## src/csaPkg.sv

```systemverilog
`default_nettype none

package csaPkg;

        localparam int csaNibbles       = 10;   // nibbles per shift register.
        localparam int csaInitRounds    = 32;
        localparam int csaGenRounds     = 32;
        localparam int csaRoundsPerByte = 4;    // 2 keystream bits per round.
        localparam int csaBlockBytes    = 8;
        localparam int csaFifoDepth     = 8;

        localparam int csaTotalRounds   = csaInitRounds + csaGenRounds;
        localparam int csaRoundBits     = $clog2(csaTotalRounds);
        localparam int csaFifoBits      = $clog2(csaFifoDepth);

        // s-box tables, row i holds sbox i+1, indexed by the 5-bit select.
        localparam logic [1:0] csaSbox [7][32] = '{
                '{2, 0, 1, 1, 2, 3, 3, 0, 3, 2, 2, 0, 1, 1, 0, 3,
                  0, 3, 3, 0, 2, 2, 1, 1, 2, 2, 0, 3, 1, 1, 3, 0},
                '{3, 1, 0, 2, 2, 3, 3, 0, 1, 3, 2, 1, 0, 0, 1, 2,
                  3, 1, 0, 3, 3, 2, 0, 2, 0, 0, 1, 2, 2, 1, 3, 1},
                '{2, 0, 1, 2, 2, 3, 3, 1, 1, 1, 0, 3, 3, 0, 2, 0,
                  1, 3, 0, 1, 3, 0, 2, 2, 2, 0, 1, 2, 0, 3, 3, 1},
                '{3, 1, 2, 3, 0, 2, 1, 2, 1, 2, 0, 1, 3, 0, 0, 3,
                  1, 0, 3, 1, 2, 3, 0, 3, 0, 3, 2, 0, 1, 2, 2, 1},
                '{2, 0, 0, 1, 3, 2, 3, 2, 0, 1, 3, 3, 1, 0, 2, 1,
                  2, 3, 2, 0, 0, 3, 1, 1, 1, 0, 3, 2, 3, 1, 0, 2},
                '{0, 1, 2, 3, 1, 2, 2, 0, 0, 1, 3, 0, 2, 3, 1, 3,
                  2, 3, 0, 2, 3, 0, 1, 1, 2, 1, 1, 2, 0, 3, 3, 0},
                '{0, 3, 2, 2, 3, 0, 0, 1, 3, 0, 1, 3, 1, 2, 2, 1,
                  1, 0, 3, 3, 0, 1, 1, 2, 2, 3, 1, 0, 2, 3, 0, 2}
        };

        // one 64-bit cipher word, seen as bytes or as nibbles.
        typedef union packed {
                logic [csaBlockBytes-1:0][7:0]   bytes;     // stream block bytes.
                logic [2*csaBlockBytes-1:0][3:0] nibbles;   // control word nibbles.
        } csaWord_u;

        // complete stream cipher state.
        // regA[k-1] is nibble A(k) of the cipher, same for regB.
        typedef struct packed {
                logic [csaNibbles-1:0][3:0] regA;
                logic [csaNibbles-1:0][3:0] regB;
                logic [3:0]                 x;
                logic [3:0]                 y;
                logic [3:0]                 z;
                logic [3:0]                 d;
                logic [3:0]                 e;
                logic [3:0]                 f;
                logic                       p;  // rotate select for B feedback.
                logic                       q;  // adder enable.
                logic                       r;  // adder carry.
        } csaState_t;

        // keystream byte handed to the buffer.
        typedef struct packed {
                logic [7:0] data;
                logic       valid;
        } csaKeyByte_t;

endpackage

`default_nettype wire

```

## src/csaDescrambler.sv

```systemverilog
`timescale 1ns/1ps
`default_nettype none

module csaDescrambler (
        input  logic       clk,
        input  logic       rst,
        input  logic       payloadValid,
        input  logic [7:0] payload,
        input  logic [7:0] head,
        input  logic       empty,
        output logic       pop,
        output logic       outValid,
        output logic [7:0] outData,
        output logic       underrun
);

        assign pop = payloadValid & ~empty;     // take a key byte per payload byte.

        always_ff @(posedge clk) begin
                if (rst) begin
                        outValid <= 1'b0;
                        underrun <= 1'b0;
                end else begin
                        outValid <= pop;
                        underrun <= payloadValid & empty;  // no key byte ready.
                end
        end

        always_ff @(posedge clk) begin
                if (pop)
                        outData <= payload ^ head;
        end

endmodule

`default_nettype wire

```

## src/csaKeyFifo.sv

```systemverilog
`timescale 1ns/1ps
`default_nettype none

module csaKeyFifo import csaPkg::*; (
        input  logic        clk,
        input  logic        rst,
        input  logic        flush,
        input  csaKeyByte_t keyByte,
        input  logic        pop,
        output logic [7:0]  head,
        output logic        empty
);

        logic [7:0]             mem [csaFifoDepth];
        logic [csaFifoBits-1:0] wrPtr;
        logic [csaFifoBits-1:0] rdPtr;
        logic [csaFifoBits:0]   count;
        logic                   push;
        logic                   doPop;

        assign push  = keyByte.valid & ~flush;  // flush beats a push.
        assign doPop = pop & ~empty;
        assign empty = (count == '0);
        assign head  = mem[rdPtr];

        always_ff @(posedge clk) begin
                if (rst || flush) begin
                        wrPtr <= '0;
                        rdPtr <= '0;
                        count <= '0;
                end else begin
                        if (push)
                                wrPtr <= wrPtr + 1'b1;
                        if (doPop)
                                rdPtr <= rdPtr + 1'b1;
                        // one in and one out leaves the count alone.
                        count <= count + (csaFifoBits + 1)'(push) - (csaFifoBits + 1)'(doPop);
                end
        end

        always_ff @(posedge clk) begin
                if (push)
                        mem[wrPtr] <= keyByte.data;
        end

endmodule

`default_nettype wire

```

## src/csaRound.sv

```systemverilog
`timescale 1ns/1ps
`default_nettype none

module csaRound import csaPkg::*; (
        input  csaState_t  in,
        input  logic [7:0] sbNibbles,   // [7:4] feeds A, [3:0] feeds B.
        input  logic       init,
        output csaState_t  out,
        output logic [1:0] ksBits
);

        logic [6:0][4:0] sIdx;
        logic [6:0][1:0] sOut;
        logic [3:0]      extraB;
        logic [3:0]      feedA;
        logic [3:0]      feedB;
        logic [4:0]      carrySum;

        // 35 bits of A select the seven s-box inputs.
        assign sIdx[0] = {in.regA[3][0], in.regA[0][2], in.regA[5][1],
                          in.regA[6][3], in.regA[8][0]};
        assign sIdx[1] = {in.regA[1][1], in.regA[2][2], in.regA[5][3],
                          in.regA[6][0], in.regA[8][1]};
        assign sIdx[2] = {in.regA[0][3], in.regA[1][0], in.regA[4][1],
                          in.regA[4][3], in.regA[5][2]};
        assign sIdx[3] = {in.regA[2][3], in.regA[0][1], in.regA[1][3],
                          in.regA[3][2], in.regA[7][0]};
        assign sIdx[4] = {in.regA[4][2], in.regA[3][3], in.regA[5][0],
                          in.regA[7][1], in.regA[8][2]};
        assign sIdx[5] = {in.regA[2][1], in.regA[3][1], in.regA[4][0],
                          in.regA[6][2], in.regA[8][3]};
        assign sIdx[6] = {in.regA[1][2], in.regA[2][0], in.regA[6][1],
                          in.regA[7][2], in.regA[7][3]};

        for (genvar i = 0; i < 7; i++) begin : gSbox
                assign sOut[i] = csaSbox[i][sIdx[i]];
        end

        // 4x4 xor network over B, goes into the new D.
        assign extraB[3] = in.regB[2][0] ^ in.regB[5][1] ^ in.regB[6][2] ^ in.regB[8][3];
        assign extraB[2] = in.regB[5][0] ^ in.regB[7][1] ^ in.regB[2][3] ^ in.regB[3][2];
        assign extraB[1] = in.regB[4][3] ^ in.regB[7][2] ^ in.regB[3][0] ^ in.regB[4][1];
        assign extraB[0] = in.regB[8][2] ^ in.regB[5][3] ^ in.regB[2][1] ^ in.regB[7][0];

        assign carrySum = {1'b0, in.z} + {1'b0, in.e} + {4'b0000, in.r};

        always_comb begin
                feedA = in.regA[csaNibbles-1] ^ in.x;
                feedB = in.regB[6] ^ in.regB[csaNibbles-1] ^ in.y;
                if (init) begin
                        feedA = feedA ^ in.d ^ sbNibbles[7:4];  // D only folds in here.
                        feedB = feedB ^ sbNibbles[3:0];
                end
                if (in.p)
                        feedB = {feedB[2:0], feedB[3]};         // rotate left by one.

                out.regA = {in.regA[csaNibbles-2:0], feedA};
                out.regB = {in.regB[csaNibbles-2:0], feedB};

                out.d = in.e ^ in.z ^ extraB;
                out.e = in.f;
                if (in.q) begin
                        out.f = carrySum[3:0];
                        out.r = carrySum[4];
                end else begin
                        out.f = in.e;
                        out.r = in.r;
                end

                // s-box outputs regrouped into the next X, Y, Z, p, q.
                out.x = {sOut[3][0], sOut[2][0], sOut[1][1], sOut[0][1]};
                out.y = {sOut[5][0], sOut[4][0], sOut[3][1], sOut[2][1]};
                out.z = {sOut[1][0], sOut[0][0], sOut[6][1], sOut[5][1]};
                out.p = sOut[4][1];
                out.q = sOut[6][0];
        end

        // two output bits, D folded pairwise.
        assign ksBits = {out.d[3] ^ out.d[2], out.d[1] ^ out.d[0]};

endmodule

`default_nettype wire

```

## src/csaStreamCore.sv

```systemverilog
`timescale 1ns/1ps
`default_nettype none

module csaStreamCore import csaPkg::*; (
        input  logic        clk,
        input  logic        rst,
        input  logic        start,
        input  csaWord_u    ck,
        input  csaWord_u    sb,
        output logic        busy,
        output logic        flush,
        output csaKeyByte_t keyByte
);

        csaState_t               state;
        csaState_t               stateNext;
        csaState_t               stateInit;
        csaWord_u                sbHold;
        logic [csaRoundBits-1:0] roundCnt;      // rounds done in this run.
        logic [2:0]              sbSel;
        logic [7:0]              sbByte;
        logic [7:0]              sbNibbles;
        logic                    initPhase;
        logic                    byteDone;
        logic                    accept;
        logic [1:0]              ksBits;
        logic [5:0]              ksAcc;
        logic [7:0]              keyData;
        logic                    keyValid;

        assign accept = start & ~busy;
        assign flush  = accept;         // drop leftovers of the last run.

        // A and B from ck with the nibbles of each byte swapped, top two nibbles zero.
        always_comb begin
                stateInit = '0;
                for (int i = 0; i < 8; i += 2) begin
                        stateInit.regA[i]     = ck.nibbles[i + 1];
                        stateInit.regA[i + 1] = ck.nibbles[i];
                        stateInit.regB[i]     = ck.nibbles[i + 9];
                        stateInit.regB[i + 1] = ck.nibbles[i + 8];
                end
        end

        assign initPhase = roundCnt < csaRoundBits'(csaInitRounds);
        assign sbSel     = 3'(roundCnt / csaRoundsPerByte);
        assign sbByte    = sbHold.bytes[sbSel];
        // odd rounds swap which half goes to A and which to B.
        assign sbNibbles = roundCnt[0] ? {sbByte[3:0], sbByte[7:4]} : sbByte;

        assign byteDone = busy && !initPhase &&
                          (roundCnt % csaRoundsPerByte == csaRoundsPerByte - 1);

        csaRound i_round (
                .in        (state),
                .sbNibbles (sbNibbles),
                .init      (initPhase),
                .out       (stateNext),
                .ksBits    (ksBits)
        );

        always_ff @(posedge clk) begin
                if (rst) begin
                        busy     <= 1'b0;
                        roundCnt <= '0;
                        keyValid <= 1'b0;
                end else begin
                        keyValid <= byteDone;
                        if (accept) begin
                                busy     <= 1'b1;
                                roundCnt <= '0;
                        end else if (busy) begin
                                roundCnt <= roundCnt + 1'b1;
                                if (roundCnt == csaRoundBits'(csaTotalRounds - 1))
                                        busy <= 1'b0;   // last generation round.
                        end
                end
        end

        always_ff @(posedge clk) begin
                if (accept) begin
                        state  <= stateInit;
                        sbHold <= sb;
                end else if (busy) begin
                        state <= stateNext;
                end
                if (busy)
                        ksAcc <= {ksAcc[3:0], ksBits};
                if (byteDone)
                        keyData <= {ksAcc, ksBits};     // first pair lands in the msbs.
        end

        assign keyByte = '{data: keyData, valid: keyValid};

endmodule

`default_nettype wire

```

## src/csaStreamTop.sv

```systemverilog
`timescale 1ns/1ps
`default_nettype none

module csaStreamTop import csaPkg::*; (
        input  logic       clk,
        input  logic       rst,
        input  logic       start,
        input  csaWord_u   ck,
        input  csaWord_u   sb,
        input  logic       payloadValid,
        input  logic [7:0] payload,
        output logic       busy,
        output logic       outValid,
        output logic [7:0] outData,
        output logic       underrun
);

        csaKeyByte_t keyByte;
        logic        flush;
        logic [7:0]  head;
        logic        empty;
        logic        pop;

        // keystream producer.
        csaStreamCore i_core (
                .clk     (clk),
                .rst     (rst),
                .start   (start),
                .ck      (ck),
                .sb      (sb),
                .busy    (busy),
                .flush   (flush),
                .keyByte (keyByte)
        );

        csaKeyFifo i_fifo (
                .clk     (clk),
                .rst     (rst),
                .flush   (flush),
                .keyByte (keyByte),
                .pop     (pop),
                .head    (head),
                .empty   (empty)
        );

        // payload side.
        csaDescrambler i_descr (
                .clk          (clk),
                .rst          (rst),
                .payloadValid (payloadValid),
                .payload      (payload),
                .head         (head),
                .empty        (empty),
                .pop          (pop),
                .outValid     (outValid),
                .outData      (outData),
                .underrun     (underrun)
        );

endmodule

`default_nettype wire

```

## config.mk

```make
export PLATFORM = sky130hd
export DESIGN_NAME = csaStreamTop
export DESIGN_NICKNAME = d
export VERILOG_FILES = /design/src/csaPkg.sv /design/src/csaDescrambler.sv /design/src/csaKeyFifo.sv /design/src/csaRound.sv /design/src/csaStreamCore.sv /design/src/csaStreamTop.sv
export SDC_FILE = /design/constraint.sdc
export NUM_CORES = 1
export LEC_CHECK = 0
export BUFFER_PORTS_ARGS = -buffer_cell sky130_fd_sc_hd__buf_2
export CORE_UTILIZATION = 58
export CTS_CLUSTER_DIAMETER = 50
export DETAILED_ROUTE_END_ITERATION = 10
export HOLD_SLACK_MARGIN = 0.02
export PLACE_DENSITY = 0.84
export SLEW_MARGIN = 20
export SYNTH_ARGS = -nofsm -noshare
export SYNTH_HDL_FRONTEND = slang
export SYNTH_SLANG_ARGS = --single-unit
```

## constraint.sdc

```tcl
create_clock -name clk -period 3.55 [get_ports clk]
set_input_delay 0.355 -clock clk [delete_from_list [all_inputs] [get_ports clk]]
set_output_delay 0.355 -clock clk [all_outputs]
set_load 0.02 [all_outputs]
```

# After elaboration in Yosys (flattened, before gate mapping)
# Memories as Yosys holds them, arrays and structs flattened. A register that Yosys moved wholly into a read port is not among the register bits.
# Cells that the tools add are included.
# word_totals
regBits,213
latch_bits,0
ramBits,64
romBits,448
inputBits,140
out_inout_bits,11
wordCells,144
memories,8
# classes
add_sub_neg,7
multipliers,0
div_mod_pow,0
order_cmp,9
n_eq_ne,2
shift,0
muxes,31
bitwise_logic,38
n_reduce_logical,8
# memory_table
memory,depth,width,read_ports,rd_ports_with_merged_regs,write_ports,line_no,rtl
(name not given),32,2,1,0,0,csaRound.sv:36,assign sOut[i] = csaSbox[i][sIdx[i]];
(name not given),32,2,1,0,0,csaRound.sv:36,
(name not given),32,2,1,0,0,csaRound.sv:36,
(name not given),32,2,1,0,0,csaRound.sv:36,
(name not given),32,2,1,0,0,csaRound.sv:36,
(name not given),32,2,1,0,0,csaRound.sv:36,
+2 memories,-,-,-,-,-,-,
# ops
operator,n
$mux W99,2
$ge A6 B6 Y1 const B,7
$not A5 Y6,7
$xor A4 B4 Y4,8
$mux W2,14
$bmux W8 S3,1
$mux W4,4
$mux W8,2
$xor A1 B1 Y1,14
$xor A8 B8 Y8,1
$add A3 B1 Y3 const B,2
$add A6 B1 Y6 const B,1
$eq A6 B6 Y1 const B,1
$lt A6 B6 Y1 const B,1
$mux W1,6
$mux W3,2
$add A4 B4 Y5,1
$add A5 B1 Y5,1
$and A1 B1 Y1,5
$add A4 B1 Y4,1
$logic_not A4 Y1,1
$lt A3 B4 Y1 const B,1
$sub A4 B1 Y4,1
$not A1 Y1,3
7 further kinds,8

# Depth between registers and ports, before layout
# logic_depth
ltp_word,8
depth_mapped,11
depth_no_buf,11

# Hierarchy
# A second synthesis with hierarchy kept.
# hier_totals
hier_cells,1110
area_unflattened_um2,13618.1
# by_module_without_submodules
module,instances,cells_each,area_per_inst_um2,seq_area_each_um2
csaStreamCore,1,603,7588.5,5285.1
csaKeyFifo,1,167,3118.0,2182.1
csaRound,1,319,2533.7,0.0
csaDescrambler,1,21,377.9,280.3

# Worst setup path before layout
# No wires, ideal clock.
# synth_path
kind,register to register
start,register i_core.busy
end,"register i_core.sbHold[0] (netlist bit), enable pin"
setup_ns,0.453
arrival_ns,2.795
required_time_ns,3.097
slack_ns,0.302
path_stages_with_launch,4
n_path_buf,1
synth_period_minus_slack_ns,3.248
path_cell_list,dfxtp_1 nand2b_1 inv_2 buf_1
# synth_between
elab_chain_len,2
# synth_lines
element,line_no,rtl
start: declaration,csaStreamCore.sv:10,"output logic busy,"
start signal: assignment,csaStreamCore.sv:64,busy <= 1'b0;
start signal: assignment,csaStreamCore.sv:70,busy <= 1'b1;
start signal: assignment,csaStreamCore.sv:75,busy <= 1'b0;
$not A1 Y1,csaStreamCore.sv:31,assign accept = start & ~busy;
$and A1 B1 Y1,csaStreamCore.sv:31,
named net flush,csaStreamTop.sv:19,logic flush;
end signal: assignment,csaStreamCore.sv:83,sbHold <= sb;
end: declaration,csaStreamCore.sv:18,csaWord_u sbHold;
# The timed path passes the listed nets, and every way through them passes these cells.
# A chain may end at the register's enable or synchronous reset.

# Worst setup path in the final report
# layout_path
start,register i_core.roundCnt[2]
end,"register i_core.state[68] (netlist bit), data pin"
# layout_between
elab_chain_len,7
word_cells_on_any_way,8
classes_between,order compare: 1; mux: 6; bitwise: 1
# layout_lines
element,line_no,rtl
start: declaration,csaStreamCore.sv:19,logic [csaRoundBits-1:0] roundCnt;
start signal: assignment,csaStreamCore.sv:73,roundCnt <= roundCnt + 1'b1;
$bmux W8 S3,csaStreamCore.sv:47,assign sbByte = sbHold.bytes[sbSel];
$mux W8 (implied by the code),csaStreamCore.sv:47,
$mux W8,csaStreamCore.sv:49,"assign sbNibbles = roundCnt[0] ? {sbByte[3:0], sbByte[7:4]} : sbByte;"
$xor A4 B4 Y4,csaRound.sv:51,feedA = feedA ^ in.d ^ sbNibbles[7:4];
$mux W4 (*),csaRound.sv:50,if (init) begin
$mux W99 (*),csaStreamCore.sv:84,end else if (busy) begin
$mux W99 (*),csaStreamCore.sv:81,if (accept) begin
end signal: assignment,csaStreamCore.sv:82,state <= stateInit;
end signal: assignment,csaStreamCore.sv:85,state <= stateNext;
end: declaration,csaStreamCore.sv:15,csaState_t state;
# Every way passes the cells marked *; elsewhere a longest branch is shown, timed or not. The select of a mux whose other input is x is not followed.

==> qor.txt <==
Syn Inst Count -> 909
Setup-failing EPs final -> 0
hold_buf cts -> 64
Synth Area per Inst -> 13.9 sq um
CTS resizes -> 0
antenna violations before repair -> 2
Synth area leader -> edfxtp_1
Final Hold Viols -> 0
setup total negative slack -> 0 ps
first-pass GRT wire length -> 43.8 mm
Critical Path Start -> i_core.roundCnt[2]
met3 wire len -> 1.65 mm
layout cells sized above 1 -> 0.234
Nets -> 1310
status -> complete, no violations
Final WS setup -> 828 ps
multi-input logic area -> 0.00454 sq mm
fmax -> 367 MHz
Mapped Area -> 0.0126 sq mm
PwrDens -> 581 mW/mm^2
Synth Register Bits -> 280
Hold Startpoint -> rst
I/O pin cnt -> 151
DP Wirelength -> 18.0 mm
WS Path Type -> flip-flop to flip-flop
Met1 Routed Length -> 11.2 mm
WP data required -> 3830 ps
gp weighted congestion -> 0.833
vias -> 8209
FF+latch area -> 0.00775 sq mm
H-tree depth -> 1
# Max-Cap Violations -> 0
RSZ-0062 raised after global routing -> no
Global Route Usage Sum -> 0.257
met2 WL -> 14.4 mm
IR drop worst, VDD -> 0.408 mV
sequential element share of the synthesized area -> 0.613
CTS tree -> built
fin crit share -> 0.767
R2R setup slack -> 830 ps
CP max FO -> 12
synth warn -> 0
min cycle time layout -> 2720 ps
HP Class -> input pin to flip-flop
Initial DRC Count -> 633
DR top layer -> met5
LEAKAGE -> 5.86 nW
Die W -> 150 microns
CP endpoint kind -> flip-flop
CP startpoint kind -> flip-flop
Vias per Instance -> 5.78
Core Rows -> 53
worst reg2reg path depth -> 6
final total power -> 8.94 mW
Max clock buf depth -> 3
drt pass-1 iters -> 6
final wirelength -> 28.0 mm
Critical Path AT -> 3000 ps
Post-CTS Setup Bufs -> 0
Die H -> 150 microns
clock slew at reported path FFs -> 60 ps
die area -> 0.0224 sq mm
reg2reg start -> i_core.roundCnt[2]
clock root buffer -> clkbuf_16
clock tree sinks -> 280
syn_nets -> 1098
WL per Instance -> 19.7 microns
vias in the first global route -> 8365
Antenna Violating Nets Remaining -> 0
largest net degree at the start of global routing -> 98
Residual DRC -> 0
number of CTS-inserted buffers -> 30
core area -> 0.0212 sq mm
worst setup path endpoint -> i_core.state[68]
Post-synth EDFFs -> 214
asr flop ratio synth -> 0
area fraction of the dominant cell type after synthesis -> 0.508
top cells by area, synth -> edfxtp_1 51%, dfxtp_1 10%, mux4_2 6.9%
Layout Skew -> 12.2 ps
Place WS -> 879 ps
Worst-Skew Late Latency -> 540 ps
Slew @ Worst Pin -> 1030 ps
R2R Path End -> i_core.state[68]
initial core utilization -> 0.596
FILL cells -> 1376
count of different cell masters after synthesis -> 54
# port buffers -> 150
grt total ovfl -> 0
area grow syn2layout -> 21.6%
Slew headroom -> 0.313
main flop type after synthesis -> edfxtp_1
Slew Limit Fails -> 0
-- cell type report --
type,count,area share
antenna,1,0.000163
timing repair buffer,228,0.0998
sequential,280,0.504
tap,275,0.0224
multi-input combinational,543,0.295
inverter,38,0.00944
clock buffer,37,0.0519
clock inverter,19,0.0169
-- kinds of logic after synthesis --
logic type      after synthesis  share of synthesized area
flops                       280                      0.613
mux                          84                      0.108
xor+xnor                     58                     0.0414
buf+inv                      86                     0.0280
simple gates                188                     0.0678
compound gates              164                     0.0918
fa+ha+maj                    49                     0.0503
-- per-stage QoR --
step	util	hold WS [ps]	std cells	instance area, sq um
after floorplan	-	400	909	12600
after global placement	0.644	404	1300	13700
after detailed placement	0.644	418	1300	13700
after CTS	0.724	34.7	1420	15400
after global routing	0.724	58.4	1421	15400
final	0.724	50.5	1421	15400
-- layout by cell type, fill, tap and decap left out, drive strengths merged, types with 9 or more instances in the layout --
master       instances
clkinv               9
clkbuf              37
o22ai               14
ha                  46
nand2b              11
xor2                16
dfxtp               66
xnor2               41
inv                 42
mux4                39
a22o                53
mux2i               38
buf                164
a21oi               19
dlygate4sd3         64
edfxtp             214
o21ai               36
nor2b               11
nor3                12
nor2                52
nand2               75
-- worst max-delay path, stage by stage, from the launching register on --
cell     delay (ps)
dfxtp_1         590
buf_4           320
mux4_2          520
mux2_2          330
mux2i_1         140
o21ai_0         190
or3b_1          370
-- synth_stat cells (8+ instances only) --
cell      count
o21ai_0      34
inv_1        37
a22o_1       53
xor2_1       16
a21oi_1      19
xnor2_1      41
ha_1         46
mux2i_1      36
o22ai_1      14
nand2_1      75
nand2b_1     11
nor3_1       12
nor2b_1      11
edfxtp_1    214
mux4_2       39
nor2_1       52
dfxtp_1      66
clkbuf_1     33
o31ai_1       8
-- worst min-delay path by stage --
stage,end,slack [ps],cells after the start
final,i_core.keyValid,50,2
after global routing,i_core.busy,60,2
after CTS,i_core.keyValid,30,2
after detailed placement,i_core.keyData[6],420,0
after global placement,i_core.keyData[6],400,0
after floorplan,i_core.keyData[6],400,0
-- registers in the layout (all words and copies together), names as in the netlist, 3 cells and up, named ones only --
register / flops
i_descr.outData: 8
i_core.state: 107
i_fifo.wrPtr: 3
i_core.keyData: 8
i_core.ksAcc: 6
i_core.sbHold: 64
i_fifo.count: 4
i_fifo.rdPtr: 3
i_core.roundCnt: 6
i_fifo.mem: 64
-- report_power, final --
group          switching, mW  internal, mW  leakage (nW)  total (mW)
Clock                   1.28          2.04         0.521        3.32
Combinational          0.764         0.725          2.74        1.49
Sequential             0.246          3.88          2.60        4.13
-- routing by layer --
metal | track usage | vias up
li1 | - | 3830
met1 | 0.328 | 4009
met2 | 0.449 | 313
met3 | 0.0369 | 55
met4 | 0.0883 | 2
met5 | 0 | -
Power figures use the tool's default switching activity.
